--- src/source/mer_macros.svh ---
`ifndef MER_MACROS_SVH
`define MER_MACROS_SVH

//************************************************************
// sample format
//************************************************************

// signed Q1.17 samples throughout the chain
`define MER_DATA_WIDTH 18

//************************************************************
// channel model
//************************************************************

// ISI coefficient in Q1.17, about 0.1257 of full scale
// gives roughly 15 dB MER before the gain is applied
`define MER_ISI_POWER 16481

// channel gain is 2**(-MER_CHANNEL_GAIN), integer shift only
`define MER_CHANNEL_GAIN 1

//************************************************************
// measurement block
//************************************************************

`define MER_BLOCK_LEN 64   // symbols per report
`define MER_ACC_WIDTH 48   // energy accumulator width

`endif
--- src/source/mer_pkg.sv ---
`default_nettype none
`include "mer_macros.svh"

package mer_pkg;

  // quarter of full scale in Q1.17
  localparam int LVL_QUARTER = 1 << (`MER_DATA_WIDTH - 3);

  // 4-ASK symbols, ordered from most negative level upward
  typedef enum logic [1:0] {
    SYM_M3 = 2'd0,  // -3/4 full scale
    SYM_M1 = 2'd1,  // -1/4
    SYM_P1 = 2'd2,  // +1/4
    SYM_P3 = 2'd3   // +3/4
  } symbol_e;

  typedef struct packed {
    logic signed [`MER_DATA_WIDTH-1:0] level;  // Q1.17 level
    symbol_e                           sym;    // symbol it came from
  } sample_t;

  typedef struct packed {
    logic signed [`MER_DATA_WIDTH-1:0] decision;   // errorless plus error
    logic signed [`MER_DATA_WIDTH-1:0] errorless;  // centre tap after gain
    logic signed [`MER_DATA_WIDTH-1:0] error;      // ISI term after gain
  } channel_out_t;

  typedef struct packed {
    logic [15:0]               symbol_errors;
    logic [`MER_ACC_WIDTH-1:0] signal_energy;  // sum of ideal level squared
    logic [`MER_ACC_WIDTH-1:0] error_energy;   // sum of miss squared
  } mer_report_t;

  typedef enum logic {
    ACC_RUN,     // collecting a block
    ACC_REPORT   // holding the block report
  } acc_state_e;

  // nominal full-scale level of a symbol, before any channel gain
  function automatic logic signed [`MER_DATA_WIDTH-1:0] symbol_level(input symbol_e s);
    logic signed [`MER_DATA_WIDTH-1:0] lvl;
    case (s)
      SYM_M3:  lvl = `MER_DATA_WIDTH'(-3 * LVL_QUARTER);
      SYM_M1:  lvl = `MER_DATA_WIDTH'(-LVL_QUARTER);
      SYM_P1:  lvl = `MER_DATA_WIDTH'(LVL_QUARTER);
      default: lvl = `MER_DATA_WIDTH'(3 * LVL_QUARTER);
    endcase
    return lvl;
  endfunction

endpackage

`default_nettype wire

--- src/source/mer_test_top.sv ---
`timescale 1ns/1ps
`default_nettype none

module mer_test_top
  import mer_pkg::*;
(
  input  wire          clk,
  input  wire          reset,         // active low
  input  wire          sym_valid,
  input  wire symbol_e sym,
  output logic         sym_ready,
  output logic         report_valid,
  output mer_report_t  report,
  input  wire          report_ready
);

  //************************************************************
  // inter-block links
  //************************************************************

  logic         map_valid;
  logic         map_ready;
  sample_t      map_sample;   // mapper to channel
  logic         ch_valid;
  logic         ch_ready;
  channel_out_t ch_result;    // channel to accumulator

  symbol_mapper u_mapper (
    .clk        (clk),
    .reset      (reset),
    .sym_valid  (sym_valid),
    .sym        (sym),
    .sym_ready  (sym_ready),
    .map_valid  (map_valid),
    .map_sample (map_sample),
    .map_ready  (map_ready)
  );

  isi_channel u_channel (
    .clk        (clk),
    .reset      (reset),
    .map_valid  (map_valid),
    .map_sample (map_sample),
    .map_ready  (map_ready),
    .ch_valid   (ch_valid),
    .ch_result  (ch_result),
    .ch_ready   (ch_ready)
  );

  mer_accumulator u_accum (
    .clk          (clk),
    .reset        (reset),
    .ch_valid     (ch_valid),
    .ch_result    (ch_result),
    .ch_ready     (ch_ready),
    .report_valid (report_valid),
    .report       (report),
    .report_ready (report_ready)
  );

endmodule

`default_nettype wire

--- src/source/mer_accumulator.sv ---
`timescale 1ns/1ps
`default_nettype none
`include "mer_macros.svh"

module mer_accumulator
  import mer_pkg::*;
(
  input  wire               clk,
  input  wire               reset,         // active low
  input  wire               ch_valid,
  input  wire channel_out_t ch_result,
  output logic              ch_ready,
  output logic              report_valid,
  output mer_report_t       report,
  input  wire               report_ready
);

  localparam int W     = `MER_DATA_WIDTH;
  localparam int ACC_W = `MER_ACC_WIDTH;
  localparam int GAIN  = `MER_CHANNEL_GAIN;
  localparam int CNT_W = $clog2(`MER_BLOCK_LEN);

  // decision thresholds at +-1/2 full scale, scaled by the channel gain
  localparam logic signed [W-1:0] TH_HI = W'((1 << (W - 2)) >>> GAIN);
  localparam logic signed [W-1:0] TH_LO = -TH_HI;

  //************************************************************
  // declarations
  //************************************************************

  acc_state_e          state;
  logic [CNT_W-1:0]    sym_count;   // symbols taken in this block
  mer_report_t         acc;         // running block totals
  symbol_e             dec_sym;     // slice of decision
  symbol_e             ref_sym;     // slice of errorless
  logic signed [W-1:0] ideal;       // nominal level of dec_sym after gain
  logic signed [W:0]   miss;        // decision minus ideal
  logic signed [2*W-1:0] sig_sq;
  logic signed [2*W+1:0] err_sq;
  logic                sym_err;
  logic                take;

  // nearest scaled level, ties go to the upper level
  function automatic symbol_e slice(input logic signed [W-1:0] x);
    symbol_e s;
    if (x >= TH_HI)
      s = SYM_P3;
    else if (x >= 0)
      s = SYM_P1;
    else if (x >= TH_LO)
      s = SYM_M1;
    else
      s = SYM_M3;
    return s;
  endfunction

  //************************************************************
  // handshake
  //************************************************************

  assign ch_ready     = (state == ACC_RUN);     // no intake while holding a report
  assign report_valid = (state == ACC_REPORT);
  assign report       = acc;                    // totals frozen in ACC_REPORT
  assign take         = ch_valid && ch_ready;

  //************************************************************
  // slicer and energies
  //************************************************************

  always_comb
  begin
    dec_sym = slice(ch_result.decision);
    ref_sym = slice(ch_result.errorless);
    sym_err = (dec_sym != ref_sym);
    ideal   = symbol_level(dec_sym) >>> GAIN;
    miss    = ch_result.decision - ideal;        // 19 bits, sign extended
    sig_sq  = ideal * ideal;                     // never negative
    err_sq  = miss * miss;
  end

  //************************************************************
  // block control
  //************************************************************

  always_ff @(posedge clk or negedge reset)
  begin
    if (!reset)
    begin
      state     <= ACC_RUN;
      sym_count <= '0;
      acc       <= '0;
    end
    else
    begin
      case (state)
        ACC_RUN:
        begin
          if (take)
          begin
            acc.symbol_errors <= acc.symbol_errors + 16'(sym_err);
            acc.signal_energy <= acc.signal_energy + ACC_W'(sig_sq);
            acc.error_energy  <= acc.error_energy + ACC_W'(err_sq);
            if (sym_count == CNT_W'(`MER_BLOCK_LEN - 1))
            begin
              sym_count <= '0;
              state     <= ACC_REPORT;    // last symbol of the block
            end
            else
            begin
              sym_count <= sym_count + 1'b1;
            end
          end
        end
        ACC_REPORT:
        begin
          if (report_ready)
          begin
            acc   <= '0;                  // fresh block after handoff
            state <= ACC_RUN;
          end
        end
        default:
        begin
          state <= ACC_RUN;
        end
      endcase
    end
  end

endmodule

`default_nettype wire

--- src/source/isi_channel.sv ---
`timescale 1ns/1ps
`default_nettype none
`include "mer_macros.svh"

module isi_channel
  import mer_pkg::*;
(
  input  wire          clk,
  input  wire          reset,      // active low
  input  wire          map_valid,
  input  wire sample_t map_sample,
  output logic         map_ready,
  output logic         ch_valid,
  output channel_out_t ch_result,
  input  wire          ch_ready
);

  localparam int W    = `MER_DATA_WIDTH;
  localparam int GAIN = `MER_CHANNEL_GAIN;

  localparam logic signed [W-1:0] ISI_POWER = W'(`MER_ISI_POWER);  // 1s17 coefficient

  //************************************************************
  // declarations
  //************************************************************

  logic signed [W-1:0]   hist [2];     // two previous accepted levels
  logic signed [W-1:0]   taps [3];     // delay line as seen after the shift
  logic signed [W:0]     outer_sum;    // 2s17, room for worst case outer taps
  logic signed [2*W:0]   isi_full;     // 2s17 * 1s17 = 3s34
  logic signed [W-1:0]   isi_term;     // back to 1s17
  logic signed [W-1:0]   err_next;
  logic signed [W-1:0]   errless_next;
  logic                  take;         // sample transfer on this edge

  //************************************************************
  // handshake
  //************************************************************

  assign map_ready = !ch_valid || ch_ready;
  assign take      = map_valid && map_ready;

  //************************************************************
  // delay line
  //************************************************************

  // newest tap is the incoming sample, so the result register
  // is loaded from the taps as they stand after this shift
  always_comb
  begin
    taps[0] = map_sample.level;
    taps[1] = hist[0];          // centre tap
    taps[2] = hist[1];
  end

  always_ff @(posedge clk or negedge reset)
  begin
    if (!reset)
    begin
      hist[0] <= '0;  // first results carry partial ISI
      hist[1] <= '0;
    end
    else if (take)
    begin
      hist[0] <= taps[0];
      hist[1] <= taps[1];
    end
  end

  //************************************************************
  // ISI term and gain
  //************************************************************

  always_comb
  begin
    outer_sum    = taps[0] + taps[2];            // sign extended to 19 bits
    isi_full     = outer_sum * ISI_POWER;
    isi_term     = isi_full[2*W-2:W-1];          // bits 34..17
    err_next     = isi_term >>> GAIN;            // gain is a right shift
    errless_next = taps[1] >>> GAIN;
  end

  //************************************************************
  // result register
  //************************************************************

  always_ff @(posedge clk or negedge reset)
  begin
    if (!reset)
    begin
      ch_valid <= 1'b0;
    end
    else if (map_ready)
    begin
      ch_valid <= map_valid;
    end
  end

  always_ff @(posedge clk)
  begin
    if (take)
    begin
      ch_result.error     <= err_next;
      ch_result.errorless <= errless_next;
      ch_result.decision  <= err_next + errless_next;  // no headroom issue at these levels
    end
  end

endmodule

`default_nettype wire

--- src/source/symbol_mapper.sv ---
`timescale 1ns/1ps
`default_nettype none
`include "mer_macros.svh"

module symbol_mapper
  import mer_pkg::*;
(
  input  wire        clk,
  input  wire        reset,       // active low
  input  wire        sym_valid,
  input  wire symbol_e sym,
  output logic       sym_ready,
  output logic       map_valid,
  output sample_t    map_sample,
  input  wire        map_ready
);

  //************************************************************
  // declarations
  //************************************************************

  logic signed [`MER_DATA_WIDTH-1:0] level;  // Q1.17 level of incoming symbol
  logic                              take;   // symbol transfer on this edge

  //************************************************************
  // handshake
  //************************************************************

  assign sym_ready = !map_valid || map_ready;  // register empty or draining
  assign take      = sym_valid && sym_ready;

  assign level = symbol_level(sym);  // enum to level lookup

  //************************************************************
  // output register
  //************************************************************

  always_ff @(posedge clk or negedge reset)
  begin
    if (!reset)
    begin
      map_valid <= 1'b0;
    end
    else if (sym_ready)
    begin
      map_valid <= sym_valid;  // refill or empty when downstream takes
    end
  end

  // payload only moves on a transfer, so it holds while stalled
  always_ff @(posedge clk)
  begin
    if (take)
    begin
      map_sample.level <= level;
      map_sample.sym   <= sym;   // enum travels along for the slicer check
    end
  end

endmodule

`default_nettype wire

--- config.mk ---
export PLATFORM = sky130hd
export DESIGN_NAME = mer_test_top
export DESIGN_NICKNAME = d
export VERILOG_FILES = /design/src/source/mer_pkg.sv /design/src/source/mer_test_top.sv /design/src/source/mer_accumulator.sv /design/src/source/isi_channel.sv /design/src/source/symbol_mapper.sv
export VERILOG_INCLUDE_DIRS = /design/src /design/src/source
export SDC_FILE = /design/constraint.sdc
export NUM_CORES = 1
export LEC_CHECK = 0
export BUFFER_PORTS_ARGS = -buffer_cell sky130_fd_sc_hd__clkbuf_2
export CAP_MARGIN = 30
export CORE_UTILIZATION = 55
export CTS_CLUSTER_DIAMETER = 120
export CTS_CLUSTER_SIZE = 14
export DETAILED_ROUTE_END_ITERATION = 16
export PLACE_DENSITY_LB_ADDON = 0.25
export SETUP_SLACK_MARGIN = 0.02
export SYNTH_ARGS = -nofsm -noshare
export SYNTH_HDL_FRONTEND = slang
export SYNTH_SLANG_ARGS = --single-unit
--- constraint.sdc ---
create_clock -name clk -period 31.1 [get_ports clk]
set_clock_uncertainty 0.2 [all_clocks]
set_input_delay 6.22 -clock clk [delete_from_list [all_inputs] [get_ports clk]]
set_output_delay 6.22 -clock clk [all_outputs]
set_load 0.01 [all_outputs]
==> tab_implementation.tex, run 1 <==
\begin{tabular}{lr}
\hline
Metric & Value \\
\hline
\multicolumn{2}{l}{\textbf{Synthesis}} \\
\quad Proportion of synthesized flip-flops having asynchronous set or reset & 0.825 \\
\quad Count of flip-flops with a built-in enable after synthesis & 21 \\
\quad Number of library cell types mapped by synthesis & slightly below 80 \\
\quad Sequential fraction of the synthesis area & 0.151 \\
\quad Cells taking the most area after synthesis & sky130\_fd\_sc\_hd\_\_fa\_1 (33\%), sky130\_fd\_sc\_hd\_\_ha\_1 (14\%), sky130\_fd\_sc\_hd\_\_dfrtp\_1 (12\%), sky130\_fd\_sc\_hd\_\_inv\_1 (7.4\%), sky130\_fd\_sc\_hd\_\_xnor2\_1 (3.6\%) \\
\quad Synthesized area & between 20,000 and 25,000 um2 \\
\quad Library cell with the largest summed area after synthesis & sky130\_fd\_sc\_hd\_\_fa\_1 \\
\quad \#FFs+latches synth & 120 \\
\quad Average instance area after synthesis & around 9.6 um2 \\
\quad Synth Instances & $\sim$2,200 \\
\quad Top-area cell type share of the netlist area & 0.332 \\
\quad Yosys Warn Count & 0 \\
\quad Commonest register cell after synthesis & sky130\_fd\_sc\_hd\_\_dfrtp\_1 \\
\multicolumn{2}{l}{\textbf{Floorplanning}} \\
\quad Die area & about 38,000 um2 \\
\quad Die Height & a little under 200 um \\
\quad FP Rows & 70 \\
\quad Area of the core region & about 37,000 um2 \\
\quad Effective utilization at floorplan & 0.560 \\
\quad Horizontal die dimension & 195 um \\
\quad I/O pin total & 120 \\
\multicolumn{2}{l}{\textbf{Timing}} \\
\quad Count of pins over their slew limit & 0 \\
\quad Highest attainable clock frequency & between 80 and 90 MHz \\
\quad Time the final worst path needs with I/O delays and setup & 11.48 ns \\
\quad Total setup violations reported at the end of the flow & 0 \\
\quad Setup WS post-layout & approximately 20 ns \\
\quad Setup tns final & 0 ns \\
\quad Tcrit/Tclk final & 0.369 \\
\quad Pin slew with the least headroom to its limit & just under 1 ns \\
\quad Number of endpoints with negative hold slack in the final report & 0 \\
\quad Max-slew headroom & 0.359 \\
\quad Unrepaired setup endpoints after global routing & false \\
\multicolumn{2}{l}{\textbf{Critical path}} \\
\quad Kind of cell with the highest combined delay on the critical path & adder cells \\
\quad Critical Path AT & 11.64 ns \\
\quad Worst setup EP type & flip-flop \\
\quad Worst Path Buf+Inv & 6 \\
\quad Kind of critical path & flip-flop to flip-flop \\
\quad Number of cells traversed by the worst register-to-register path & 42 \\
\quad Critical Path Slowest Stage Cell & sky130\_fd\_sc\_hd\_\_fa\_1 \\
\quad Stage delay of the slowest cell on the critical path & between 0.5 and 0.6 ns \\
\quad Logic depth of the worst setup path including buffers & 42 \\
\quad Critical path peak fanout & 24 \\
\quad Required time reported for the critical path endpoint & about 31 ns \\
\quad Startpoint kind of the worst setup timing path & flip-flop \\
\quad Cell mode on critical path & sky130\_fd\_sc\_hd\_\_fa\_1 \\
\multicolumn{2}{l}{\textbf{Clock network}} \\
\quad Hold\_buf cts & 0 \\
\quad Total clock buffers created by CTS & 17 \\
\quad CTS Root Buffer Type & sky130\_fd\_sc\_hd\_\_clkbuf\_16 \\
\quad Clock tree from TritonCTS & built \\
\quad Worst skew pair latency & around 0.43 ns \\
\quad Number of setup buffers added after CTS & 0 \\
\quad Worst-case clock buffer depth & 2 \\
\quad H-tree depth reported by CTS & 4 \\
\quad Clk pin slew, worst setup/hold paths & around 0.06 ns \\
\quad PostCTS Resize Cnt & 0 \\
\quad Number of sinks on the clock net & between 100 and 150 \\
\multicolumn{2}{l}{\textbf{Cells and area}} \\
\quad Post-layout nets & between 2,000 and 3,000 \\
\quad Filler cell count & approximately 3,100 \\
\quad Leading cell types in the layout, fill and taps excluded & sky130\_fd\_sc\_hd\_\_inv\_1 (407), sky130\_fd\_sc\_hd\_\_fa\_1 (341), sky130\_fd\_sc\_hd\_\_ha\_1 (227) \\
\quad Non-Filler Instances & roughly 2,700 \\
\quad Number of antenna repair diodes & 0 \\
\quad Most frequent standard cell in the layout excluding fill and tap cells & sky130\_fd\_sc\_hd\_\_inv\_1 \\
\quad Post-route design area & around 22,000 um2 \\
\quad Layout area overhead & 7.24\% \\
\quad Fraction of final layout cells with drive strength greater than 1 & 0.0796 \\
\multicolumn{2}{l}{\textbf{Placement}} \\
\quad Placed cells & roughly 2,700 \\
\quad Count of input and output buffers & 91 \\
\quad Worst slack at placement & roughly 20 ns \\
\quad Placer Congestion & approximately 0.9 \\
\quad Instance area after placement & approximately 21,000 um2 \\
\quad Estimated wirelength of the detail-placed design & $\sim$38 mm \\
\multicolumn{2}{l}{\textbf{Global routing}} \\
\quad Number of antenna violations at the first check in global routing & 1 \\
\quad Global routing usage summed across all routing layers & 0.262 \\
\quad Number of global-route vias before repair & about 16,000 \\
\quad Remaining Overflow, GRT & 0 \\
\quad Wire length of the first global-routing pass & roughly 79 mm \\
\quad Largest net degree at the start of global routing & 70 \\
\multicolumn{2}{l}{\textbf{Flow run}} \\
\quad Maxcap violations & 0 \\
\multicolumn{2}{l}{\textbf{Detailed routing}} \\
\quad DRT iter0 DRCs & between 900 and 1,000 \\
\quad WL final & around 47 mm \\
\quad Final routed wire length divided by cell count & roughly 17 um \\
\quad DRC violations left & 0 \\
\quad Count of vias placed by the detailed router & 14,800 \\
\quad Ratio of routed vias to standard cells & between 5 and 6 \\
\quad Count of antenna-violating nets left after detailed routing & 0 \\
\quad First-pass detailed-route iteration total & 7 \\
\multicolumn{2}{l}{\textbf{Hold path}} \\
\quad Hold-critical path depth & 1 \\
\quad Tightest Hold Check Type & flip-flop to flip-flop \\
\multicolumn{2}{l}{\textbf{Outcome}} \\
\quad Run status & complete, no violations \\
\hline
\end{tabular}
==> worst register-to-register path: cells and delay by family, from the launching register on <==
family,cells,cell delay [ns]
xor gates and xnor gates,2,0.30
DFF,1,0.43
adders and majority gates,10,4.42
and+or+nand+nor,9,1.76
buffers and inverters,6,0.92
AOI/OAI and AO/OA,15,3.40
==> Yosys cell counts, types with 3 or more instances <==
library cell	count
sky130_fd_sc_hd__a21oi_1	89
sky130_fd_sc_hd__ha_1	227
sky130_fd_sc_hd__xnor2_1	84
sky130_fd_sc_hd__and2_1	61
sky130_fd_sc_hd__dfrtp_1	99
sky130_fd_sc_hd__o21ai_1	9
sky130_fd_sc_hd__o31ai_1	4
sky130_fd_sc_hd__nor3_1	9
sky130_fd_sc_hd__o21a_1	15
sky130_fd_sc_hd__nand4_1	21
sky130_fd_sc_hd__clkbuf_1	52
sky130_fd_sc_hd__a21o_1	43
sky130_fd_sc_hd__and4_1	3
sky130_fd_sc_hd__a21boi_0	5
sky130_fd_sc_hd__a21oi_2	7
sky130_fd_sc_hd__nor2b_1	16
sky130_fd_sc_hd__fa_1	341
sky130_fd_sc_hd__and3_1	8
sky130_fd_sc_hd__a211o_1	4
sky130_fd_sc_hd__nand2b_1	17
sky130_fd_sc_hd__a22o_1	12
sky130_fd_sc_hd__inv_1	407
sky130_fd_sc_hd__buf_4	28
sky130_fd_sc_hd__nand3_1	36
sky130_fd_sc_hd__xor2_1	50
sky130_fd_sc_hd__nor2_1	78
sky130_fd_sc_hd__mux2_2	7
sky130_fd_sc_hd__o21bai_1	10
sky130_fd_sc_hd__or2_2	4
sky130_fd_sc_hd__a211oi_1	6
sky130_fd_sc_hd__or3_1	5
sky130_fd_sc_hd__a31oi_1	12
sky130_fd_sc_hd__o21ai_0	106
sky130_fd_sc_hd__o211ai_1	6
sky130_fd_sc_hd__nand2_1	193
sky130_fd_sc_hd__edfxtp_1	21
==> per-layer routing <==
layer / track usage / vias up / wire length, um
li1: - / 6993 / -
met1: 0.351 / 7448 / 20400
met2: 0.451 / 341 / 23400
met3: 0.0335 / 62 / 1940
met4: 0.0668 / 2 / 901
met5: 0 / - / 13
==> per-stage QoR <==
stage | hold WS [ns] | util
finish | 0.295 | 0.601
global placement | 0.255 | 0.584
detailed placement | 0.281 | 0.584
CTS | 0.296 | 0.600
floorplan | 0.244 | -
global route | 0.317 | 0.601
==> final timing paths <==
check	end	from	slack (ns)
setup reg to reg	u_accum.report[47]	u_channel.ch_result[52]	19.62
max in group asynchronous	u_accum.report[19]	reset	23.92
hold / removal	u_accum.report[111]	u_accum.report[111]	0.30
hold reg to reg	u_accum.report[111]	u_accum.report[111]	0.30
setup / recovery	u_accum.report[47]	u_channel.ch_result[52]	19.62
min in group asynchronous	u_accum.report[87]	reset	5.52
==> cell type report <==
class                           instances  area, um2  area share
Multi-Input combinational cell       1570      15600       0.709
Sequential cell                       120       3110       0.141
Inverter                              408       1530      0.0695
Timing Repair Buffer                  107        586      0.0266
Tap cell                              468        586      0.0266
Clock buffer                           24        513      0.0233
Clock inverter                          6       87.6     0.00397
==> sequential cells by signal (all words and copies together) (netlist names) <==
name                    count
u_channel.errless_next      3
u_accum.report_valid        1
u_channel.ch_valid          1
u_accum.sym_count           6
u_channel.hist              3
u_channel.ch_result        19
u_mapper.map_valid          1
u_accum.report             84
u_mapper.map_sample         2
==> kinds of logic after synthesis <==
logic type | count (synthesis) | share of synthesized area
DFF | 120 | 0.151
other | 1 | 0.000182
adders and majority gates | 568 | 0.470
xor gates and xnor gates | 134 | 0.0571
buffers and inverters | 489 | 0.0944
and+or+nand+nor | 461 | 0.106
AOI/OAI and AO/OA | 370 | 0.118
muxes | 7 | 0.00383
Power of run 1 is not shown: default switching activity piles up to over one toggle a cycle in this logic, so the estimate is an artifact.
==> run 2, diff against run 1 <==
Clock period 31.1 ns to 10.1 ns, I/O delays scaled along.
==> tab_implementation.tex, run 2 (same netlist as run 1, synthesis figures left out) <==
\begin{tabular}{lr}
\hline
Metric & Value \\
\hline
\multicolumn{2}{l}{\textbf{Cells and area}} \\
\quad Post-layout nets & 2,905 (+3.8\%) \\
\quad Most frequent standard cell in the layout excluding fill and tap cells & sky130\_fd\_sc\_hd\_\_inv\_1 \\
\quad Largest register FFs & 84 (unchanged) \\
\quad Non-Filler Instances & 2,812 (+4.0\%) \\
\quad Post-route design area & 23,300 um2 (+5.7\%) \\
\quad Leading cell types in the layout, fill and taps excluded & sky130\_fd\_sc\_hd\_\_inv\_1 (399), sky130\_fd\_sc\_hd\_\_fa\_1 (335), sky130\_fd\_sc\_hd\_\_ha\_1 (216) \\
\quad Layout area overhead & 13.3\% \\
\quad Fraction of final layout cells with drive strength greater than 1 & 0.156 (+0.0761) \\
\quad Number of antenna repair diodes & 0 (unchanged) \\
\multicolumn{2}{l}{\textbf{Timing}} \\
\quad Time the final worst path needs with I/O delays and setup & 10.08 ns (-1.40 ns) \\
\quad Pin slew with the least headroom to its limit & 0.820 ns (-0.141 ns) \\
\quad Total setup violations reported at the end of the flow & 0 (unchanged) \\
\quad Setup tns final & 0 ns (unchanged) \\
\quad Max-slew headroom & 0.452 (+0.0928) \\
\quad Unrepaired setup endpoints after global routing & true \\
\quad Number of endpoints with negative hold slack in the final report & 0 (unchanged) \\
\quad Count of pins over their slew limit & 0 (unchanged) \\
\quad Tcrit/Tclk final & 0.998 (+0.629) \\
\quad Highest attainable clock frequency & 99.2 MHz (+14\%) \\
\multicolumn{2}{l}{\textbf{Detailed routing}} \\
\quad Detailed route wirelength on metal3 & 2.17 mm (+12\%) \\
\quad WL final & 48.7 mm (+4.3\%) \\
\quad DRT iter0 DRCs & 758 (-17\%) \\
\quad First-pass detailed-route iteration total & 5 (-2) \\
\quad Detailed route wirelength on metal2 & 25.3 mm (+7.9\%) \\
\quad Top routing layer in use & met4 \\
\quad Met1 layer wirelength in the final routing & 20.0 mm (-1.8\%) \\
\quad Count of vias placed by the detailed router & 15,400 (+3.7\%) \\
\quad DRC violations left & 0 (unchanged) \\
\quad Ratio of routed vias to standard cells & 5.47 (-0.33\%) \\
\quad Final routed wire length divided by cell count & 17.3 um (+0.29\%) \\
\quad Count of antenna-violating nets left after detailed routing & 0 (unchanged) \\
\multicolumn{2}{l}{\textbf{Clock network}} \\
\quad Clk pin slew, worst setup/hold paths & 0.07 ns (about the same) \\
\quad Total clock buffers created by CTS & 17 (unchanged) \\
\quad Worst skew pair latency & 0.42 ns (about the same) \\
\quad H-tree depth reported by CTS & 4 (unchanged) \\
\quad Number of sinks on the clock net & 120 (unchanged) \\
\quad Worst-case clock buffer depth & 2 (unchanged) \\
\quad CTS Root Buffer Type & sky130\_fd\_sc\_hd\_\_clkbuf\_16 \\
\quad Hold\_buf cts & 0 (unchanged) \\
\quad Clock tree from TritonCTS & built \\
\multicolumn{2}{l}{\textbf{Placement}} \\
\quad Count of input and output buffers & 91 (unchanged) \\
\quad Instance area after placement & 22,100 um2 (+3.1\%) \\
\quad Estimated wirelength of the detail-placed design & 39.5 mm (+5.0\%) \\
\quad Placer Congestion & 0.925 (+1.7\%) \\
\quad Placed cells & 2,754 (+3.1\%) \\
\multicolumn{2}{l}{\textbf{Floorplanning}} \\
\quad Die Height & 195 um (unchanged) \\
\quad Effective utilization at floorplan & 0.560 (unchanged) \\
\quad I/O pin total & 120 (unchanged) \\
\quad Horizontal die dimension & 195 um (unchanged) \\
\quad Die area & 38,200 um2 (unchanged) \\
\quad FP Rows & 70 (unchanged) \\
\quad Area of the core region & 36,700 um2 (unchanged) \\
\multicolumn{2}{l}{\textbf{Critical path}} \\
\quad Kind of critical path & flip-flop to flip-flop \\
\quad Critical path peak fanout & 12 (-50\%) \\
\quad Required time reported for the critical path endpoint & 10.25 ns (-21.01 ns) \\
\quad Startpoint kind of the worst setup timing path & flip-flop \\
\quad Stage delay of the slowest cell on the critical path & 0.58 ns (+0.03 ns) \\
\quad Cell mode on critical path & sky130\_fd\_sc\_hd\_\_fa\_1 \\
\quad Worst setup EP type & flip-flop \\
\quad Critical Path Slowest Stage Cell & sky130\_fd\_sc\_hd\_\_fa\_1 \\
\quad Critical Path AT & 10.23 ns (-1.41 ns) \\
\multicolumn{2}{l}{\textbf{Global routing}} \\
\quad Number of antenna violations at the first check in global routing & 1 (unchanged) \\
\quad Remaining Overflow, GRT & 0 (unchanged) \\
\quad Largest net degree at the start of global routing & 74 (+5.7\%) \\
\quad Wire length of the first global-routing pass & 80.1 mm (+1.0\%) \\
\quad Global routing usage summed across all routing layers & 0.264 (+0.00144) \\
\quad Number of global-route vias before repair & 16,100 (+2.3\%) \\
\multicolumn{2}{l}{\textbf{Hold path}} \\
\quad Tightest Hold Check Type & flip-flop to flip-flop \\
\multicolumn{2}{l}{\textbf{Outcome}} \\
\quad Run status & complete, no violations \\
\multicolumn{2}{l}{\textbf{Flow run}} \\
\quad Maxcap violations & 0 (unchanged) \\
\hline
\end{tabular}
==> run 2: cell count changes in the layout (fill, tap and decap cells not counted), sizes merged <==
cell,before,now
clkinvlp,0,1
inv,407,412
clkinv,5,8
clkbuf,114,107
buf,17,124
==> run 2: cell type report <==
class / instances / area (um2)
Multi-Input combinational cell: 1570 / 16000
Fill cell: 3007 / 13400
Sequential cell: 120 / 3110
Inverter: 408 / 1530
Timing Repair Buffer: 214 / 1460
Tap cell: 468 / 586
Clock buffer: 17 / 425
Clock inverter: 15 / 165
==> run 2: through the flow <==
stage                     setup slack, ns  hold slack, ns   util
final                              0.0175           0.294  0.635
after global routing               -0.288           0.323  0.635
after CTS                          0.0242           0.297  0.621
after detailed placement           -0.113           0.274  0.602
after global placement              0.143           0.271  0.602
after floorplan                     0.109           0.244      -
==> run 2: metal layers <==
metal | vias up | track usage
met5 | - | 0
met4 | 0 | 0.0688
met3 | 85 | 0.0361
met2 | 321 | 0.465
met1 | 7792 | 0.341
li1 | 7196 | -
==> run 2: path summary, 6_finish.rpt <==
kind / startpoint / endpoint / slack, ns / depth (start not counted)
min in group asynchronous: reset / u_accum.report[89] / 1.31 / 1
worst max-delay path: u_channel.ch_result[53] / u_accum.report[47] / 0.02 / 40
worst min-delay path: u_accum.report[111] / u_accum.report[111] / 0.29 / 1
worst min register to register: u_accum.report[111] / u_accum.report[111] / 0.29 / 1
worst max register to register: u_channel.ch_result[53] / u_accum.report[47] / 0.02 / 40
max in group asynchronous: reset / u_channel.errless_next[15] / 7.52 / 3
==> run 2: critical path, delay by kind of cell, from the launching register on <==
kind / cells / cell delay (ns)
XOR/XNOR: 2 / 0.31
buffers and inverters: 6 / 0.70
flip-flops: 1 / 0.47
adder cells (fa/ha/maj): 10 / 4.48
AND/OR/NAND/NOR: 9 / 1.62
AO/OA/AOI/OAI: 13 / 2.21
==> run 2: what timing repair did <==
item | 4_1_cts | 5_1_grt
endpoints found under the setup margin | 4 | 13
gates resized for setup | 21 | 82
endpoints found under the hold margin | 0 | 0
gates cloned | 0 | 1
pin swaps | 25 | 72
setup buffers | 5 | 19
Power of run 2 is left out for the same reason.
